File: src/design/ahbSwitchPkg.sv
// Shared definitions for the AHB3-Lite multi-layer switch
// AHB transfer-type encoding, one-bit response values
// and the index-width helper used for port and arbiter sizing

package ahbSwitchPkg;

  //////////////////////////////
  // Transfer type
  //////////////////////////////

  // HTRANS encoding as on the AHB bus
  typedef enum logic [1:0] {
    htIdle   = 2'b00,
    htBusy   = 2'b01,
    htNonseq = 2'b10,
    htSeq    = 2'b11
  } htransT;

  //////////////////////////////
  // Response
  //////////////////////////////

  // AHB3-Lite HRESP is a single bit
  localparam logic hrespOkay  = 1'b0;
  localparam logic hrespError = 1'b1;

  //////////////////////////////
  // Helpers
  //////////////////////////////

  // Index width for a count of ports
  // A single port still gets one bit
  function automatic int idxBits(input int count);
    if (count <= 1)
      return 1;
    else
      return $clog2(count);
  endfunction

endpackage
File: src/design/ahbSwitch.sv
// Top level of the AHB3-Lite multi-layer switch
// One master port per bus master, one slave port per slave
// and the crossing of request, grant and response wires

`timescale 1ns/1ps

module ahbSwitch
  import ahbSwitchPkg::*;
#(
  parameter int                   addrWidth                = 32,
  parameter int                   dataWidth                = 32,
  parameter int                   masters                  = 2,
  parameter int                   slaves                   = 3,
  parameter logic [addrWidth-1:0] slaveBase      [slaves]  = '{32'h0000_0000,
                                                               32'h1000_0000,
                                                               32'h2000_0000},
  parameter logic [addrWidth-1:0] slaveMask      [slaves]  = '{32'hF000_0000,
                                                               32'hF000_0000,
                                                               32'hF000_0000},
  parameter bit                   errorOnNoSlave [masters] = '{default: 1'b1}
)
(
  input  logic                        HCLK,
  input  logic                        rstN,
  // Master side, AHB masters connect here
  input  logic [idxBits(masters)-1:0] mstPriority  [masters],
  input  logic [addrWidth-1:0]        mstHADDR     [masters],
  input  logic [dataWidth-1:0]        mstHWDATA    [masters],
  input  logic                        mstHWRITE    [masters],
  input  logic [1:0]                  mstHTRANS    [masters],
  input  logic                        mstHREADY    [masters],
  output logic [dataWidth-1:0]        mstHRDATA    [masters],
  output logic                        mstHREADYOUT [masters],
  output logic                        mstHRESP     [masters],
  // Slave side, AHB slaves connect here
  output logic                        slvHSEL      [slaves],
  output logic [addrWidth-1:0]        slvHADDR     [slaves],
  output logic [dataWidth-1:0]        slvHWDATA    [slaves],
  output logic                        slvHWRITE    [slaves],
  output logic [1:0]                  slvHTRANS    [slaves],
  output logic                        slvHREADYOUT [slaves],
  input  logic [dataWidth-1:0]        slvHRDATA    [slaves],
  input  logic                        slvHREADY    [slaves],
  input  logic                        slvHRESP     [slaves]
);

  // Master port outputs, shared by all slave ports
  logic [masters-1:0][slaves-1:0]     mstSel;
  logic [addrWidth-1:0]               reqAddr     [masters];
  logic [masters-1:0]                 reqWrite;
  logic [1:0]                         reqTrans    [masters];
  logic [idxBits(masters)-1:0]        reqPriority [masters];
  logic [dataWidth-1:0]               wdata       [masters];
  logic [masters-1:0]                 portReady;
  // Slave port outputs, shared by all master ports
  logic [slaves-1:0][masters-1:0]     slvGrant;
  logic [dataWidth-1:0]               slvRdata    [slaves];
  logic [slaves-1:0]                  slvReady;
  logic [slaves-1:0]                  slvResp;
  // Transposed select and grant
  logic [slaves-1:0][masters-1:0]     slvSel;
  logic [masters-1:0][slaves-1:0]     mstGrant;

  //////////////////////////////
  // Master ports
  //////////////////////////////

  for (genvar m = 0; m < masters; m++)
  begin : genMaster
    masterPort #(
      .addrWidth      ( addrWidth         ),
      .dataWidth      ( dataWidth         ),
      .masters        ( masters           ),
      .slaves         ( slaves            ),
      .slaveBase      ( slaveBase         ),
      .slaveMask      ( slaveMask         ),
      .errorOnNoSlave ( errorOnNoSlave[m] )
    ) i_masterPort (
      .HCLK           ( HCLK              ),
      .rstN           ( rstN              ),
      .mstPriority    ( mstPriority[m]    ),
      .mstHADDR       ( mstHADDR[m]       ),
      .mstHWDATA      ( mstHWDATA[m]      ),
      .mstHWRITE      ( mstHWRITE[m]      ),
      .mstHTRANS      ( mstHTRANS[m]      ),
      .mstHREADY      ( mstHREADY[m]      ),
      .mstHRDATA      ( mstHRDATA[m]      ),
      .mstHREADYOUT   ( mstHREADYOUT[m]   ),
      .mstHRESP       ( mstHRESP[m]       ),
      .reqSel         ( mstSel[m]         ),
      .reqAddr        ( reqAddr[m]        ),
      .reqWrite       ( reqWrite[m]       ),
      .reqTrans       ( reqTrans[m]       ),
      .reqPriority    ( reqPriority[m]    ),
      .wdata          ( wdata[m]          ),
      .grant          ( mstGrant[m]       ),
      .slvHRDATA      ( slvRdata          ),
      .slvHREADY      ( slvReady          ),
      .slvHRESP       ( slvResp           )
    );

    // Master HREADYOUT doubles as that master's HREADY at the slaves
    assign portReady[m] = mstHREADYOUT[m];
  end

  //////////////////////////////
  // Crossing
  //////////////////////////////

  for (genvar s = 0; s < slaves; s++)
  begin : genCrossSlv
    for (genvar m = 0; m < masters; m++)
    begin : genCrossMst
      assign slvSel[s][m]   = mstSel[m][s];
      assign mstGrant[m][s] = slvGrant[s][m];
    end
  end

  //////////////////////////////
  // Slave ports
  //////////////////////////////

  for (genvar s = 0; s < slaves; s++)
  begin : genSlave
    slavePort #(
      .addrWidth    ( addrWidth       ),
      .dataWidth    ( dataWidth       ),
      .masters      ( masters         )
    ) i_slavePort (
      .HCLK         ( HCLK            ),
      .rstN         ( rstN            ),
      .reqSel       ( slvSel[s]       ),
      .reqAddr      ( reqAddr         ),
      .reqWrite     ( reqWrite        ),
      .reqTrans     ( reqTrans        ),
      .reqPriority  ( reqPriority     ),
      .wdata        ( wdata           ),
      .mstReady     ( portReady       ),
      .grant        ( slvGrant[s]     ),
      .fwdHRDATA    ( slvRdata[s]     ),
      .fwdHREADY    ( slvReady[s]     ),
      .fwdHRESP     ( slvResp[s]      ),
      .slvHSEL      ( slvHSEL[s]      ),
      .slvHADDR     ( slvHADDR[s]     ),
      .slvHWDATA    ( slvHWDATA[s]    ),
      .slvHWRITE    ( slvHWRITE[s]    ),
      .slvHTRANS    ( slvHTRANS[s]    ),
      .slvHREADYOUT ( slvHREADYOUT[s] ),
      .slvHRDATA    ( slvHRDATA[s]    ),
      .slvHREADY    ( slvHREADY[s]    ),
      .slvHRESP     ( slvHRESP[s]     )
    );
  end

endmodule

File: src/design/slavePort.sv
// Slave-side port of the AHB3-Lite switch
// Arbitration between requesting masters, address-phase mux,
// data-phase ownership and the write-data mux

`timescale 1ns/1ps

module slavePort
  import ahbSwitchPkg::*;
#(
  parameter int addrWidth = 32,
  parameter int dataWidth = 32,
  parameter int masters   = 2
)
(
  input  logic                        HCLK,
  input  logic                        rstN,
  // From the master ports
  input  logic [masters-1:0]          reqSel,
  input  logic [addrWidth-1:0]        reqAddr [masters],
  input  logic [masters-1:0]          reqWrite,
  input  logic [1:0]                  reqTrans [masters],
  input  logic [idxBits(masters)-1:0] reqPriority [masters],
  input  logic [dataWidth-1:0]        wdata [masters],
  input  logic [masters-1:0]          mstReady,
  // Back to the master ports
  output logic [masters-1:0]          grant,
  output logic [dataWidth-1:0]        fwdHRDATA,
  output logic                        fwdHREADY,
  output logic                        fwdHRESP,
  // AHB slave bus
  output logic                        slvHSEL,
  output logic [addrWidth-1:0]        slvHADDR,
  output logic [dataWidth-1:0]        slvHWDATA,
  output logic                        slvHWRITE,
  output logic [1:0]                  slvHTRANS,
  output logic                        slvHREADYOUT,
  input  logic [dataWidth-1:0]        slvHRDATA,
  input  logic                        slvHREADY,
  input  logic                        slvHRESP
);

  localparam int mstBits = idxBits(masters);

  logic [mstBits-1:0] grantIdx;
  logic               addrSel;
  logic               accept;
  logic               ownerValid;
  logic [mstBits-1:0] ownerIdx;

  //////////////////////////////
  // Arbitration
  //////////////////////////////

  priorityArbiter #(
    .masters  ( masters     )
  ) i_arbiter (
    .HCLK     ( HCLK        ),
    .rstN     ( rstN        ),
    .req      ( reqSel      ),
    .prio     ( reqPriority ),
    .accept   ( accept      ),
    .grant    ( grant       ),
    .grantIdx ( grantIdx    )
  );

  // Parked grant carries no request
  assign addrSel = reqSel[grantIdx];

  // Slave samples the address phase while its HREADY is high
  assign accept = addrSel && slvHREADY;

  //////////////////////////////
  // Address phase
  //////////////////////////////

  assign slvHSEL   = addrSel;
  assign slvHADDR  = reqAddr[grantIdx];
  assign slvHWRITE = reqWrite[grantIdx];
  // Idle whenever no master is granted
  assign slvHTRANS = addrSel ? reqTrans[grantIdx] : htIdle;

  //////////////////////////////
  // Data phase
  //////////////////////////////

  always_ff @(posedge HCLK)
  begin
    if (!rstN)
    begin
      ownerValid <= 1'b0;
      ownerIdx   <= '0;
    end
    else if (accept)
    begin
      ownerValid <= 1'b1;
      ownerIdx   <= grantIdx;
    end
    else if (slvHREADY)
      ownerValid <= 1'b0;
  end

  // Write data comes from the data-phase owner
  assign slvHWDATA = wdata[ownerIdx];

  // Owner's HREADYOUT is the HREADY seen by this slave segment
  assign slvHREADYOUT = ownerValid ? mstReady[ownerIdx] : 1'b1;

  // Responses go to every master, each one picks its owner
  assign fwdHRDATA = slvHRDATA;
  assign fwdHREADY = slvHREADY;
  assign fwdHRESP  = slvHRESP;

endmodule

File: src/design/masterPort.sv
// Master-side port of the AHB3-Lite switch
// Address decoding against the slave map, hold register for
// address phases that lost arbitration, data-phase tracking,
// response muxing and the unmapped-address error response

`timescale 1ns/1ps

module masterPort
  import ahbSwitchPkg::*;
#(
  parameter int                   addrWidth           = 32,
  parameter int                   dataWidth           = 32,
  parameter int                   masters             = 2,
  parameter int                   slaves              = 3,
  parameter logic [addrWidth-1:0] slaveBase  [slaves] = '{default: '0},
  parameter logic [addrWidth-1:0] slaveMask  [slaves] = '{default: '0},
  parameter bit                   errorOnNoSlave      = 1'b1
)
(
  input  logic                        HCLK,
  input  logic                        rstN,
  // From the AHB master
  input  logic [idxBits(masters)-1:0] mstPriority,
  input  logic [addrWidth-1:0]        mstHADDR,
  input  logic [dataWidth-1:0]        mstHWDATA,
  input  logic                        mstHWRITE,
  input  logic [1:0]                  mstHTRANS,
  input  logic                        mstHREADY,
  // Back to the AHB master
  output logic [dataWidth-1:0]        mstHRDATA,
  output logic                        mstHREADYOUT,
  output logic                        mstHRESP,
  // Toward the slave ports
  output logic [slaves-1:0]           reqSel,
  output logic [addrWidth-1:0]        reqAddr,
  output logic                        reqWrite,
  output logic [1:0]                  reqTrans,
  output logic [idxBits(masters)-1:0] reqPriority,
  output logic [dataWidth-1:0]        wdata,
  // From the slave ports
  input  logic [slaves-1:0]           grant,
  input  logic [dataWidth-1:0]        slvHRDATA [slaves],
  input  logic [slaves-1:0]           slvHREADY,
  input  logic [slaves-1:0]           slvHRESP
);

  localparam int slvBits = idxBits(slaves);

  typedef enum logic [1:0] {
    errIdle,
    errFirst,
    errSecond
  } errStateT;

  //////////////////////////////
  // Address phase
  //////////////////////////////

  logic                 holdValid;
  logic [addrWidth-1:0] holdAddr;
  logic                 holdWrite;
  logic                 liveValid;
  logic                 currValid;
  logic [addrWidth-1:0] currAddr;
  logic                 hitAny;
  logic [slvBits-1:0]   selIdx;
  logic                 accepted;

  // Live request only counts while the bus is ready
  assign liveValid = mstHREADY && (mstHTRANS == htNonseq);

  // Held request takes over until a slave accepts it
  assign currValid = holdValid || liveValid;
  assign currAddr  = holdValid ? holdAddr : mstHADDR;

  // Base and mask decode, lowest slave index wins on overlap
  always_comb
  begin
    hitAny = 1'b0;
    selIdx = '0;
    for (int s = slaves - 1; s >= 0; s--)
    begin
      if ((currAddr & slaveMask[s]) == (slaveBase[s] & slaveMask[s]))
      begin
        hitAny = 1'b1;
        selIdx = s[slvBits-1:0];
      end
    end
  end

  // One-hot request toward the decoded slave
  always_comb
  begin
    reqSel = '0;
    if (currValid && hitAny)
      reqSel[selIdx] = 1'b1;
  end

  assign reqAddr     = currAddr;
  assign reqWrite    = holdValid ? holdWrite : mstHWRITE;
  assign reqTrans    = currValid ? htNonseq : htIdle;
  assign reqPriority = mstPriority;
  // Master keeps HWDATA stable while its HREADY is low
  assign wdata       = mstHWDATA;

  // Taken when granted and the slave is ready
  assign accepted = currValid && hitAny && grant[selIdx] && slvHREADY[selIdx];

  //////////////////////////////
  // State
  //////////////////////////////

  logic               dataValid;
  logic [slvBits-1:0] dataSlave;
  logic               errStart;
  errStateT           errState;

  assign errStart = errorOnNoSlave && currValid && !hitAny;

  always_ff @(posedge HCLK)
  begin
    if (!rstN)
    begin
      holdValid <= 1'b0;
      dataValid <= 1'b0;
      dataSlave <= '0;
    end
    else
    begin
      // Hold a mapped request that lost arbitration or met a busy slave
      if (holdValid)
      begin
        if (accepted)
          holdValid <= 1'b0;
      end
      else if (liveValid && hitAny && !accepted)
        holdValid <= 1'b1;

      // Data phase owner, new acceptance overlaps the closing phase
      if (accepted)
      begin
        dataValid <= 1'b1;
        dataSlave <= selIdx;
      end
      else if (dataValid && slvHREADY[dataSlave])
        dataValid <= 1'b0;
    end
  end

  // Capture every cycle outside a hold
  always_ff @(posedge HCLK)
  begin
    if (!holdValid)
    begin
      holdAddr  <= mstHADDR;
      holdWrite <= mstHWRITE;
    end
  end

  // Two-cycle error response for an unmapped address
  always_ff @(posedge HCLK)
  begin
    if (!rstN)
      errState <= errIdle;
    else if (errStart)
      errState <= errFirst;
    else if (errState == errFirst)
      errState <= errSecond;
    else
      errState <= errIdle;
  end

  //////////////////////////////
  // Response to the master
  //////////////////////////////

  always_comb
  begin
    mstHRDATA = slvHRDATA[dataSlave];
    if (errState == errFirst)
    begin
      mstHREADYOUT = 1'b0;
      mstHRESP     = hrespError;
    end
    else if (errState == errSecond)
    begin
      mstHREADYOUT = 1'b1;
      mstHRESP     = hrespError;
    end
    else if (holdValid)
    begin
      // Wait states until the held request is served
      mstHREADYOUT = 1'b0;
      mstHRESP     = hrespOkay;
    end
    else if (dataValid)
    begin
      mstHREADYOUT = slvHREADY[dataSlave];
      mstHRESP     = slvHRESP[dataSlave];
    end
    else
    begin
      mstHREADYOUT = 1'b1;
      mstHRESP     = hrespOkay;
    end
  end

endmodule

File: src/design/priorityArbiter.sv
// Priority arbiter for one slave port
// Highest priority request wins, lowest index on a tie
// Parks on the last accepted owner while nobody requests

`timescale 1ns/1ps

module priorityArbiter
  import ahbSwitchPkg::*;
#(
  parameter int masters = 2
)
(
  input  logic                        HCLK,
  input  logic                        rstN,
  input  logic [masters-1:0]          req,
  input  logic [idxBits(masters)-1:0] prio [masters],
  input  logic                        accept,
  output logic [masters-1:0]          grant,
  output logic [idxBits(masters)-1:0] grantIdx
);

  localparam int mstBits = idxBits(masters);

  // Owner of the last accepted address phase
  logic [mstBits-1:0] lastOwner;

  // Running winner of the priority search
  logic [mstBits-1:0] winIdx;
  logic [mstBits-1:0] winPrio;
  logic               anyReq;

  // Priority search
  // Strict compare keeps the lowest index on equal priority
  always_comb
  begin
    anyReq  = 1'b0;
    winIdx  = lastOwner;
    winPrio = '0;
    for (int m = 0; m < masters; m++)
    begin
      if (req[m] && (!anyReq || (prio[m] > winPrio)))
      begin
        anyReq  = 1'b1;
        winIdx  = m[mstBits-1:0];
        winPrio = prio[m];
      end
    end
  end

  assign grantIdx = winIdx;

  // One-hot grant, parked on lastOwner when idle
  always_comb
  begin
    grant         = '0;
    grant[winIdx] = 1'b1;
  end

  // Winner becomes owner once the slave takes the address phase
  always_ff @(posedge HCLK)
  begin
    if (!rstN)
      lastOwner <= '0;
    else if (accept)
      lastOwner <= winIdx;
  end

endmodule

File: config.mk
export PLATFORM = sky130hd
export DESIGN_NAME = ahbSwitch
export DESIGN_NICKNAME = d
export VERILOG_FILES = /design/src/design/ahbSwitchPkg.sv /design/src/design/ahbSwitch.sv /design/src/design/slavePort.sv /design/src/design/masterPort.sv /design/src/design/priorityArbiter.sv
export SDC_FILE = /design/constraint.sdc
export NUM_CORES = 1
export LEC_CHECK = 0
export ABC_AREA = 1
export BUFFER_PORTS_ARGS = -buffer_cell sky130_fd_sc_hd__buf_2
export CAP_MARGIN = 0
export CORE_AREA = 2 2 203 205
export CTS_BUF_LIST = sky130_fd_sc_hd__clkbuf_4 sky130_fd_sc_hd__clkbuf_8 sky130_fd_sc_hd__clkbuf_16
export DETAILED_ROUTE_END_ITERATION = 12
export DIE_AREA = 0 0 205 207
export PLACE_DENSITY = 0.45
export SYNTH_ARGS = -nofsm -noshare
export SYNTH_HDL_FRONTEND = slang
export SYNTH_HIERARCHICAL = 1
export SYNTH_SLANG_ARGS = --single-unit
File: constraint.sdc
create_clock -name HCLK -period 2.5 [get_ports HCLK]
set_clock_uncertainty 0.15 [all_clocks]
set_input_delay 0 -clock HCLK [delete_from_list [all_inputs] [get_ports HCLK]]
set_output_delay 0 -clock HCLK [all_outputs]
set_load 0.02 [all_outputs]
==> results of run 1 <==
[synth_stat cells, types with 4 or more instances]
library cell	n
inv_1	60
nand3_2	7
o31ai_1	33
o21ai_0	70
inv_2	5
nor2_1	115
nand2_4	7
nand2_1	927
clkinv_1	4
dfxtp_1	87
nor2_2	7
clkbuf_1	34
buf_4	182
nand2_2	14
buf_6	21
buf_2	20
nand3_1	24
a21oi_1	14
[stage by stage]
step	instance area, um2	hold WS [ns]	power (mW)
final	13690	0.04480	5.441
after global routing	13690	0.07603	5.724
after CTS	12780	0.02065	5.244
after detailed placement	10810	0.1192	3.500
after global placement	10810	0.1206	3.499
after floorplan	9022	-0.04078	2.892
[cell type report]
class                           count  area (um2)  share of cell area, %
Timing Repair inverter              1       8.758                0.06396
Clock buffer                       12       260.3                  1.900
Timing Repair Buffer              691        4871                  35.57
Sequential cell                    87        1749                  12.77
Tap cell                          532       665.6                  4.861
Clock inverter                      4       52.55                 0.3837
Antenna cell                        2       5.005                0.03655
Inverter                           75       334.1                  2.439
Multi-Input combinational cell   1235        5748                  41.97
[worst paths after layout]
kind	start	to	slack [ns]
max reg2reg	genMaster[0].i_masterPort/holdValid	genMaster[0].i_masterPort/holdValid	0.04
max	genMaster[0].i_masterPort/holdValid	slvHADDR[6]	0.009
min reg2reg	genSlave[0].i_slavePort/ownerValid	genSlave[0].i_slavePort/ownerValid	0.34
min	mstPriority[0]	genSlave[0].i_slavePort/i_arbiter/lastOwner	0.04
[layer usage]
layer / track usage [%] / wire, um / vias up
met1: 22.48 / 17380 / 5383
met4: 5.086 / 884 / 0
met3: 3.335 / 3245 / 59
li1: - / - / 5757
met5: 0 / 0 / -
met2: 36.45 / 22760 / 462
[flip-flops by register name, summed over array words and instances (netlist names), 3 cells and up]
register                                  count
genSlave.i_slavePort/ownerIdx                 3
genMaster.i_masterPort/holdAddr              64
genSlave.i_slavePort/i_arbiter/lastOwner      3
genMaster.i_masterPort/dataSlave              4
genSlave.i_slavePort/ownerValid               3
genMaster.i_masterPort/errState               4
[what timing repair did]
| item | 4_1_cts | 5_1_grt |
|---|---|---|
| setup buffers | 33 | 24 |
| cloned | 8 | 4 |
| hold buffers | 71 | 1 |
| resized for setup | 120 | 246 |
| setup endpoints to repair | 105 | 108 |
| endpoints found under the hold margin | 85 | 1 |
| pin swaps | 19 | 66 |
[power groups by stage]
stage / registers [mW] / logic (mW) / clock network (mW)
final: 1.50 / 2.49 / 1.46
after global routing: 1.51 / 2.67 / 1.54
after CTS: 1.50 / 2.26 / 1.49
after detailed placement: 1.53 / 1.97 / 0
after global placement: 1.53 / 1.97 / 0
after floorplan: 1.52 / 1.37 / 0
[worst reg2reg max path, cell delays in order, from the launching register on]
cell	delay [ns]
dfxtp_4	0.38
inv_4	0.04
buf_6	0.11
nand2_4	0.07
nand2_8	0.06
nor2_8	0.15
nand2_4	0.09
nor2_4	0.14
inv_1	0.06
o21ai_2	0.09
nand2_4	0.12
buf_4	0.15
buf_4	0.12
inv_1	0.07
nand2_1	0.07
inv_2	0.07
nor2_4	0.04
nor2_4	0.15
buf_4	0.13
a21oi_1	0.07
[kinds of logic (layout without fill, tap and decap cells)]
kind of cell	after synthesis	in the layout	synth area share (%)
compound gates	124	124	8.071
buf+inv	334	783	23.74
flops	87	87	19.30
other cells	2	4	0.08324
simple gates	1109	1109	48.80
==> summary.md, run 1 <==
| Metric | Value |
|---|---|
| Final slew viol count | 0 |
| CTS buffer count | 9 |
| Root buffer cell | clkbuf_16 |
| Non-filler cells, final | 2639 |
| Clk pwr share | 26.8% |
| Required @ worst endpoint | 2.35 ns |
| Setup tns final | 0 ns |
| Vias per cell | 4.419 |
| Ports | 517 |
| FILL cells | 4484 |
| RSZ-0062 raised after global routing | yes |
| PD cells | 397.3 mW/mm2 |
| Pre-CTS setup slack | 0.03398 ns |
| Gr ovfl total | 0 |
| CTS H-tree depth | 3 |
| Die footprint | 0.04244 mm2 |
| CP Cell Sequence | inv_4, buf_6, nand2_4, nand2_8, nor2_8, nand2_4, nor2_4, inv_1, o21ai_2, nand2_4, inv_8, buf_12, buf_16, nand2_4, nand2_2, buf_6 |
| Remaining DRCs | 0 |
| Distinct cells, synth | 29 |
| DP Cell Count | 2487 |
| Initial antenna violation count | 3 |
| Status | complete, no violations |
| Overall routing resource usage | 19.46% |
| Worst slew margin | 48.34% |
| Max-cap violations | 0 |
| CORE AREA | 0.04037 mm2 |
| Core Util, Final | 33.92% |
| Largest cells by area after synthesis | nand2_1 (39%), dfxtp_1 (19%), buf_4 (15%) |
| Initial Utilization | 22.35% |
| Critical path fanouts, max | 8 |
| Gpl congestion | 0.8722 |
| Commonest non-fill, non-tap cells in the layout | nand2_1 (813), buf_2 (442), nor2_1 (111) |
| Port buffer count | 513 |
| CTS Buffer Depth | 2 |
| Via count | 11.66k |
| Cell Area, Synth | 0.009022 mm2 |
| EDFF count, synth | 0 |
| Number of antenna-violating nets in the routed design | 0 |
| Yosys top cell by area | nand2_1 |
| Commonest non-fill, non-tap cell in the layout | nand2_1 |
| Gate power share | 45.7% |
| Pleak | 7.585 nW |
| Switching part of the total | 39.30% |
| Crit-path max cell delay | 0.38 ns |
| Ys Warns | 6 |
| Yosys top cell area share | 38.57% |
| Vias in the first global route | 11.23k |
| DIE HEIGHT | 207 um |
| Setup slack after layout | 0.008510 ns |
| Endpoints failing hold | 0 |
| Stages on worst setup path | 16 |
| Final wirelength | 44270 um |
| First-pass GRT wire length | 64420 um |
| Worst-Margin Slew | 0.7739 ns |
| Delay-heaviest family, CP | simple AND/OR/NAND/NOR gates |
| Layout cells sized above 1 | 39.24% |
| CTS tree | yes |
| Skew-Pair Late Insertion Delay | 0.36 ns |
| Hold Crit Class | in -> reg |
| Crit start category | register |
| # clock sinks | 87 |
| Seq pwr share | 27.5% |
| Sequential fraction of the synthesis area | 19.30% |
| Area Growth Syn to Fin | 51.78% |
| Worst setup EP type | output port |
| Synthesized area per cell | 5.448 um2 |
| Synth Flop Type | dfxtp_1 |
| CP Class | reg -> out |
| Initial DRC Count | 656 |
| # rows | 74 |
| CP max stage cell | dfxtp_4 |
| Final min period | 2.491 ns |
| Critical Path AT | 2.34 ns |
| Cell count of the worst hold path | 6 |
| # nets final | 2342 |
| Most frequent cell on the critical path | nand2_4 |
| Largest net degree at the start of global routing | 35 |
| Seq cells post-synth | 87 |
| Buffers & Inverters on Critical Path | 7 |
| Internal | 3.303 mW |
| Final setup vio count | 0 |
| Synth Instances | 1656 |
| Period utilisation layout | 99.66% |
| Post-synth ARST share | 0% |
| Worst-case vdd ir drop | 0.3298 mV |
| Cells on worst reg2reg path | 19 |
| Sw Pwr | 2.138 mW |
| Synth Net Count | 1898 |
| Avg WL per Cell | 16.78 um |
| DR pass1 iterations | 5 |
| Chip width | 205 um |
| Clock slew at reported path FFs | 0.07 ns |
| Post-DP HPWL | 30970 um |
| Fmax | 0.4014 GHz |
Note: power is estimated with default switching activity, not from simulation.
==> run 2, diff against run 1 <==
--- a/config.mk
+++ b/config.mk
@@ -5,14 +5,14 @@
 export SDC_FILE = /design/constraint.sdc
 export NUM_CORES = 1
 export LEC_CHECK = 0
-export ABC_AREA = 1
-export BUFFER_PORTS_ARGS = -buffer_cell sky130_fd_sc_hd__buf_2
+export ABC_AREA = 0
 export CAP_MARGIN = 0
-export CORE_AREA = 2 2 203 205
+export CORE_AREA = 2 2 200 202
 export CTS_BUF_LIST = sky130_fd_sc_hd__clkbuf_4 sky130_fd_sc_hd__clkbuf_8 sky130_fd_sc_hd__clkbuf_16
 export DETAILED_ROUTE_END_ITERATION = 12
-export DIE_AREA = 0 0 205 207
-export PLACE_DENSITY = 0.45
+export DIE_AREA = 0 0 202 204
+export DONT_BUFFER_PORTS = 1
+export PLACE_DENSITY = 0.34
 export SYNTH_ARGS = -nofsm -noshare
 export SYNTH_HDL_FRONTEND = slang
 export SYNTH_HIERARCHICAL = 1
==> run 2 against run 1 <==
- the flow now finishes with violations (hold timing, setup timing)
- maximum frequency shrank 3.6%
- worst hold slack lost 0.073 ns
- register-to-register slack is essentially flat
- first-iteration DRC count shrank 60%
- total power shrank 25%
- critical path depth shrank 8
- via count shrank 44%
- clock power is essentially flat
- sequential power is essentially flat
- largest cell class unchanged
==> summary.md, run 2 <==
| Metric | Value |
|---|---|
| Avg WL per Cell | 21.87 um (was 16.78 um) |
| Final min period | 2.584 ns (was 2.491 ns) |
| Pleak | 3.862 nW (was 7.585 nW) |
| Initial antenna violation count | 1 (was 3) |
| Critical path fanouts, max | 19 (was 8) |
| DR pass1 iterations | 4 (was 5) |
| Vias in the first global route | 6980 (was 11.23k) |
| Period utilisation layout | 103.4% (was 99.66%) |
| Synth Instances | 934 (was 1656) |
| Cell Area, Synth | 0.008907 mm2 (was 0.009022 mm2) |
| Initial Utilization | 22.73% (was 22.35%) |
| Yosys top cell area share | 24.53% (was 38.57%) |
| Critical Path Sink | slvHADDR[30] (was slvHADDR[6]) |
| Yosys top cell by area | mux2_2 (was nand2_1) |
| Hold Crit Class | in -> reg (unchanged) |
| Via count | 6560 (was 11.66k) |
| CTS H-tree depth | 3 (unchanged) |
| Worst-case vdd ir drop | 0.3169 mV (was 0.3298 mV) |
| Post-DP HPWL | 23230 um (was 30970 um) |
| Clock slew at reported path FFs | 0.07 ns (about the same) |
| Critical path launch point | genMaster[0].i_masterPort/holdValid (unchanged) |
| Failing checks | hold timing, setup timing |
| Final wirelength | 31770 um (was 44270 um) |
| Top flop regs | genMaster.i_masterPort/holdAddr x64, genMaster.i_masterPort/dataSlave x4, genMaster.i_masterPort/errState x4 (unchanged) |
| CP Class | reg -> out (unchanged) |
| Area Growth Syn to Fin | 19.27% (was 51.78%) |
| Critical Path AT | 2.43 ns (was 2.34 ns) |
| Chip width | 202 um (was 205 um) |
| DIE HEIGHT | 204 um (was 207 um) |
| Final slew viol count | 0 (unchanged) |
| RSZ-0062 raised after global routing | yes (unchanged) |
| Status | complete, but fails checks (was complete, no violations) |
| CTS tree | yes (unchanged) |
| CTS Buffer Depth | 2 (unchanged) |
| Ys Warns | 6 (unchanged) |
| Core Util, Final | 27.11% (was 33.92%) |
| Worst-Margin Slew | 0.7606 ns (was 0.7739 ns) |
| Setup tns final | -2.374 ns (was 0 ns) |
| EDFF count, synth | 0 (unchanged) |
| Commonest non-fill, non-tap cells in the layout | mux2_2 (146), mux2_4 (112), buf_4 (110) (was nand2_1 (813), buf_2 (442), nor2_1 (111)) |
| Largest cells by area after synthesis | mux2_2 (25%), dfxtp_1 (20%), buf_4 (15%) (was nand2_1 (39%), dfxtp_1 (19%), buf_4 (15%)) |
| CTS buffer count | 9 (unchanged) |
| Synth Net Count | 1176 (was 1898) |
| Worst slew margin | 49.13% (was 48.34%) |
| Count leader, synth | mux2_2 (was nand2_1) |
| Fmax | 0.3870 GHz (was 0.4014 GHz) |
| Largest net degree at the start of global routing | 34 (was 35) |
| Ports | 517 (unchanged) |
| Endpoints failing hold | 3 (was 0) |
| Final setup vio count | 64 (was 0) |
| Vias per cell | 4.515 (was 4.419) |
| Worst R2R Start | genMaster[1].i_masterPort/holdValid (was genMaster[0].i_masterPort/holdValid) |
| Register-to-register setup slack | 0.05 ns (was 0.04 ns) |
| Root buffer cell | clkbuf_16 (unchanged) |
| Distinct cells, synth | 52 (was 29) |
| Layout cells sized above 1 | 50.70% (was 39.24%) |
| CORE AREA | 0.03918 mm2 (was 0.04037 mm2) |
| Number of antenna-violating nets in the routed design | 0 (unchanged) |
| Die footprint | 0.04121 mm2 (was 0.04244 mm2) |
| Top cells by count, synth | mux2_2 (194), buf_4 (175), dfxtp_1 (87) (was nand2_1 (927), buf_4 (182), nor2_1 (115)) |
| Hold WS | -0.02839 ns (was 0.04480 ns) |
| # clock sinks | 87 (unchanged) |
| Post-synth ARST share | 0% (unchanged) |
| Synth Flop Type | dfxtp_1 (unchanged) |
| # nets final | 1164 (was 2342) |
| Initial DRC Count | 262 (was 656) |
| Skew-Pair Late Insertion Delay | 0.35 ns (was 0.36 ns) |
| Setup slack after layout | -0.08386 ns (was 0.008510 ns) |
| Remaining DRCs | 0 (unchanged) |
| R2R Path End | genSlave[2].i_slavePort/i_arbiter/lastOwner (was genMaster[0].i_masterPort/holdValid) |
| Gr ovfl total | 0 (unchanged) |
| Top reg by flops | genMaster.i_masterPort/holdAddr (unchanged) |
| PD cells | 385.0 mW/mm2 (was 397.3 mW/mm2) |
| Port buffer count | 0 (was 513) |
| Sequential fraction of the synthesis area | 19.55% (was 19.30%) |
| Final Power | 4.091 mW (was 5.441 mW) |
| Overall routing resource usage | 14.42% (was 19.46%) |
| Required @ worst endpoint | 2.35 ns (about the same) |
| # rows | 73 (was 74) |
| Largest register FFs | 64 (unchanged) |
| Worst setup EP type | output port (unchanged) |
| Max-cap violations | 0 (unchanged) |
| Crit start category | register (unchanged) |
| FILL cells | 4118 (was 4484) |
| Seq cells post-synth | 87 (unchanged) |
| Cells on worst reg2reg path | 13 (was 19) |
| First-pass GRT wire length | 44980 um (was 64420 um) |
| Gpl congestion | 0.7642 (was 0.8722) |
| Commonest non-fill, non-tap cell in the layout | mux2_2 (was nand2_1) |
| Synthesized area per cell | 9.537 um2 (was 5.448 um2) |
## run 2: final cells by class
| type | instances | area (um2) | area share [%] |
|---|---|---|---|
| Sequential cell | 87 | 1758 | 16.55 |
| Clock buffer | 11 | 252.7 | 2.379 |
| Antenna cell | 1 | 2.502 | 0.02355 |
| Clock inverter | 5 | 56.30 | 0.5300 |
| Multi-Input combinational cell | 599 | 5804 | 54.63 |
| Timing Repair Buffer | 210 | 2032 | 19.13 |
| Inverter | 15 | 61.31 | 0.5771 |
| Tap cell | 525 | 656.9 | 6.183 |
## run 2: where the power goes
part           total [mW]  switching [mW]  internal (mW)
combinational        1.16           0.667          0.497
clock                1.44           0.616          0.829
sequential           1.48          0.0254           1.46
total                4.09            1.31           2.78
## run 2: how the worst min path moves through the flow
stage | from | endpoint | slack (ns) | cells past startpoint
detailed placement | slvHREADY[2] | genSlave[0].i_slavePort/ownerIdx | -0.06 | 1
floorplan | slvHREADY[2] | genSlave[0].i_slavePort/ownerValid | -0.06 | 1
global route | mstHWDATA[23] | slvHWDATA[55] | 0.01 | 1
CTS | slvHREADY[2] | genMaster[0].i_masterPort/dataSlave[0] | 0.0006 | 4
global placement | slvHREADY[1] | genSlave[1].i_slavePort/ownerIdx | -0.06 | 1
finish | slvHREADY[2] | genMaster[0].i_masterPort/dataSlave[1] | -0.03 | 4
## run 2: critical path, cell delays in order, from the launching register on
cell     delay (ns)
dfxtp_4        0.42
buf_4          0.15
mux2i_4        0.35
nor4_4         0.08
buf_4          0.16
a21oi_4        0.17
buf_12         0.16
buf_16         0.19
mux2_4         0.37
## run 2: logic make-up (layout without fill, tap and decap cells)
family          after synthesis  count (layout)  share of synthesized area, %
flops                        87              87                         19.55
xor+xnor                      1               1                       0.09835
mux                         338             338                         44.58
other cells                   2               3                       0.08431
compound gates              125             125                         8.555
buf+inv                     248             241                         20.16
fa+ha+maj                     1               1                        0.1124
simple gates                132             132                         6.855
## run 2: per-stage QoR
step / instances / area, um2 / setup slack [ns]
5_1_grt: 1452 / 10620 / -0.2063
3_5_place_dp: 1330 / 8696 / -0.05052
4_1_cts: 1447 / 10420 / -0.1242
2_1_floorplan: 934 / 8907 / 0.001405
6_report: 1453 / 10620 / -0.08386
3_3_place_gp: 1330 / 8696 / 0.008518
## run 2: metal layers
layer,vias to the layer above,wire (um),global-route usage [%]
met2,279,16180,25.91
met1,3167,12790,16.74
met4,0,340,3.020
li1,3092,-,-
met3,22,2460,4.528
met5,-,0,0
## run 2: timing repair
action	CTS	global route
pin swaps	14	17
resized for setup	96	31
endpoints found under the setup margin	107	120
buffers inserted	21	5
hold buffers	77	0
gates cloned	4	2
hold endpoints to repair	87	0
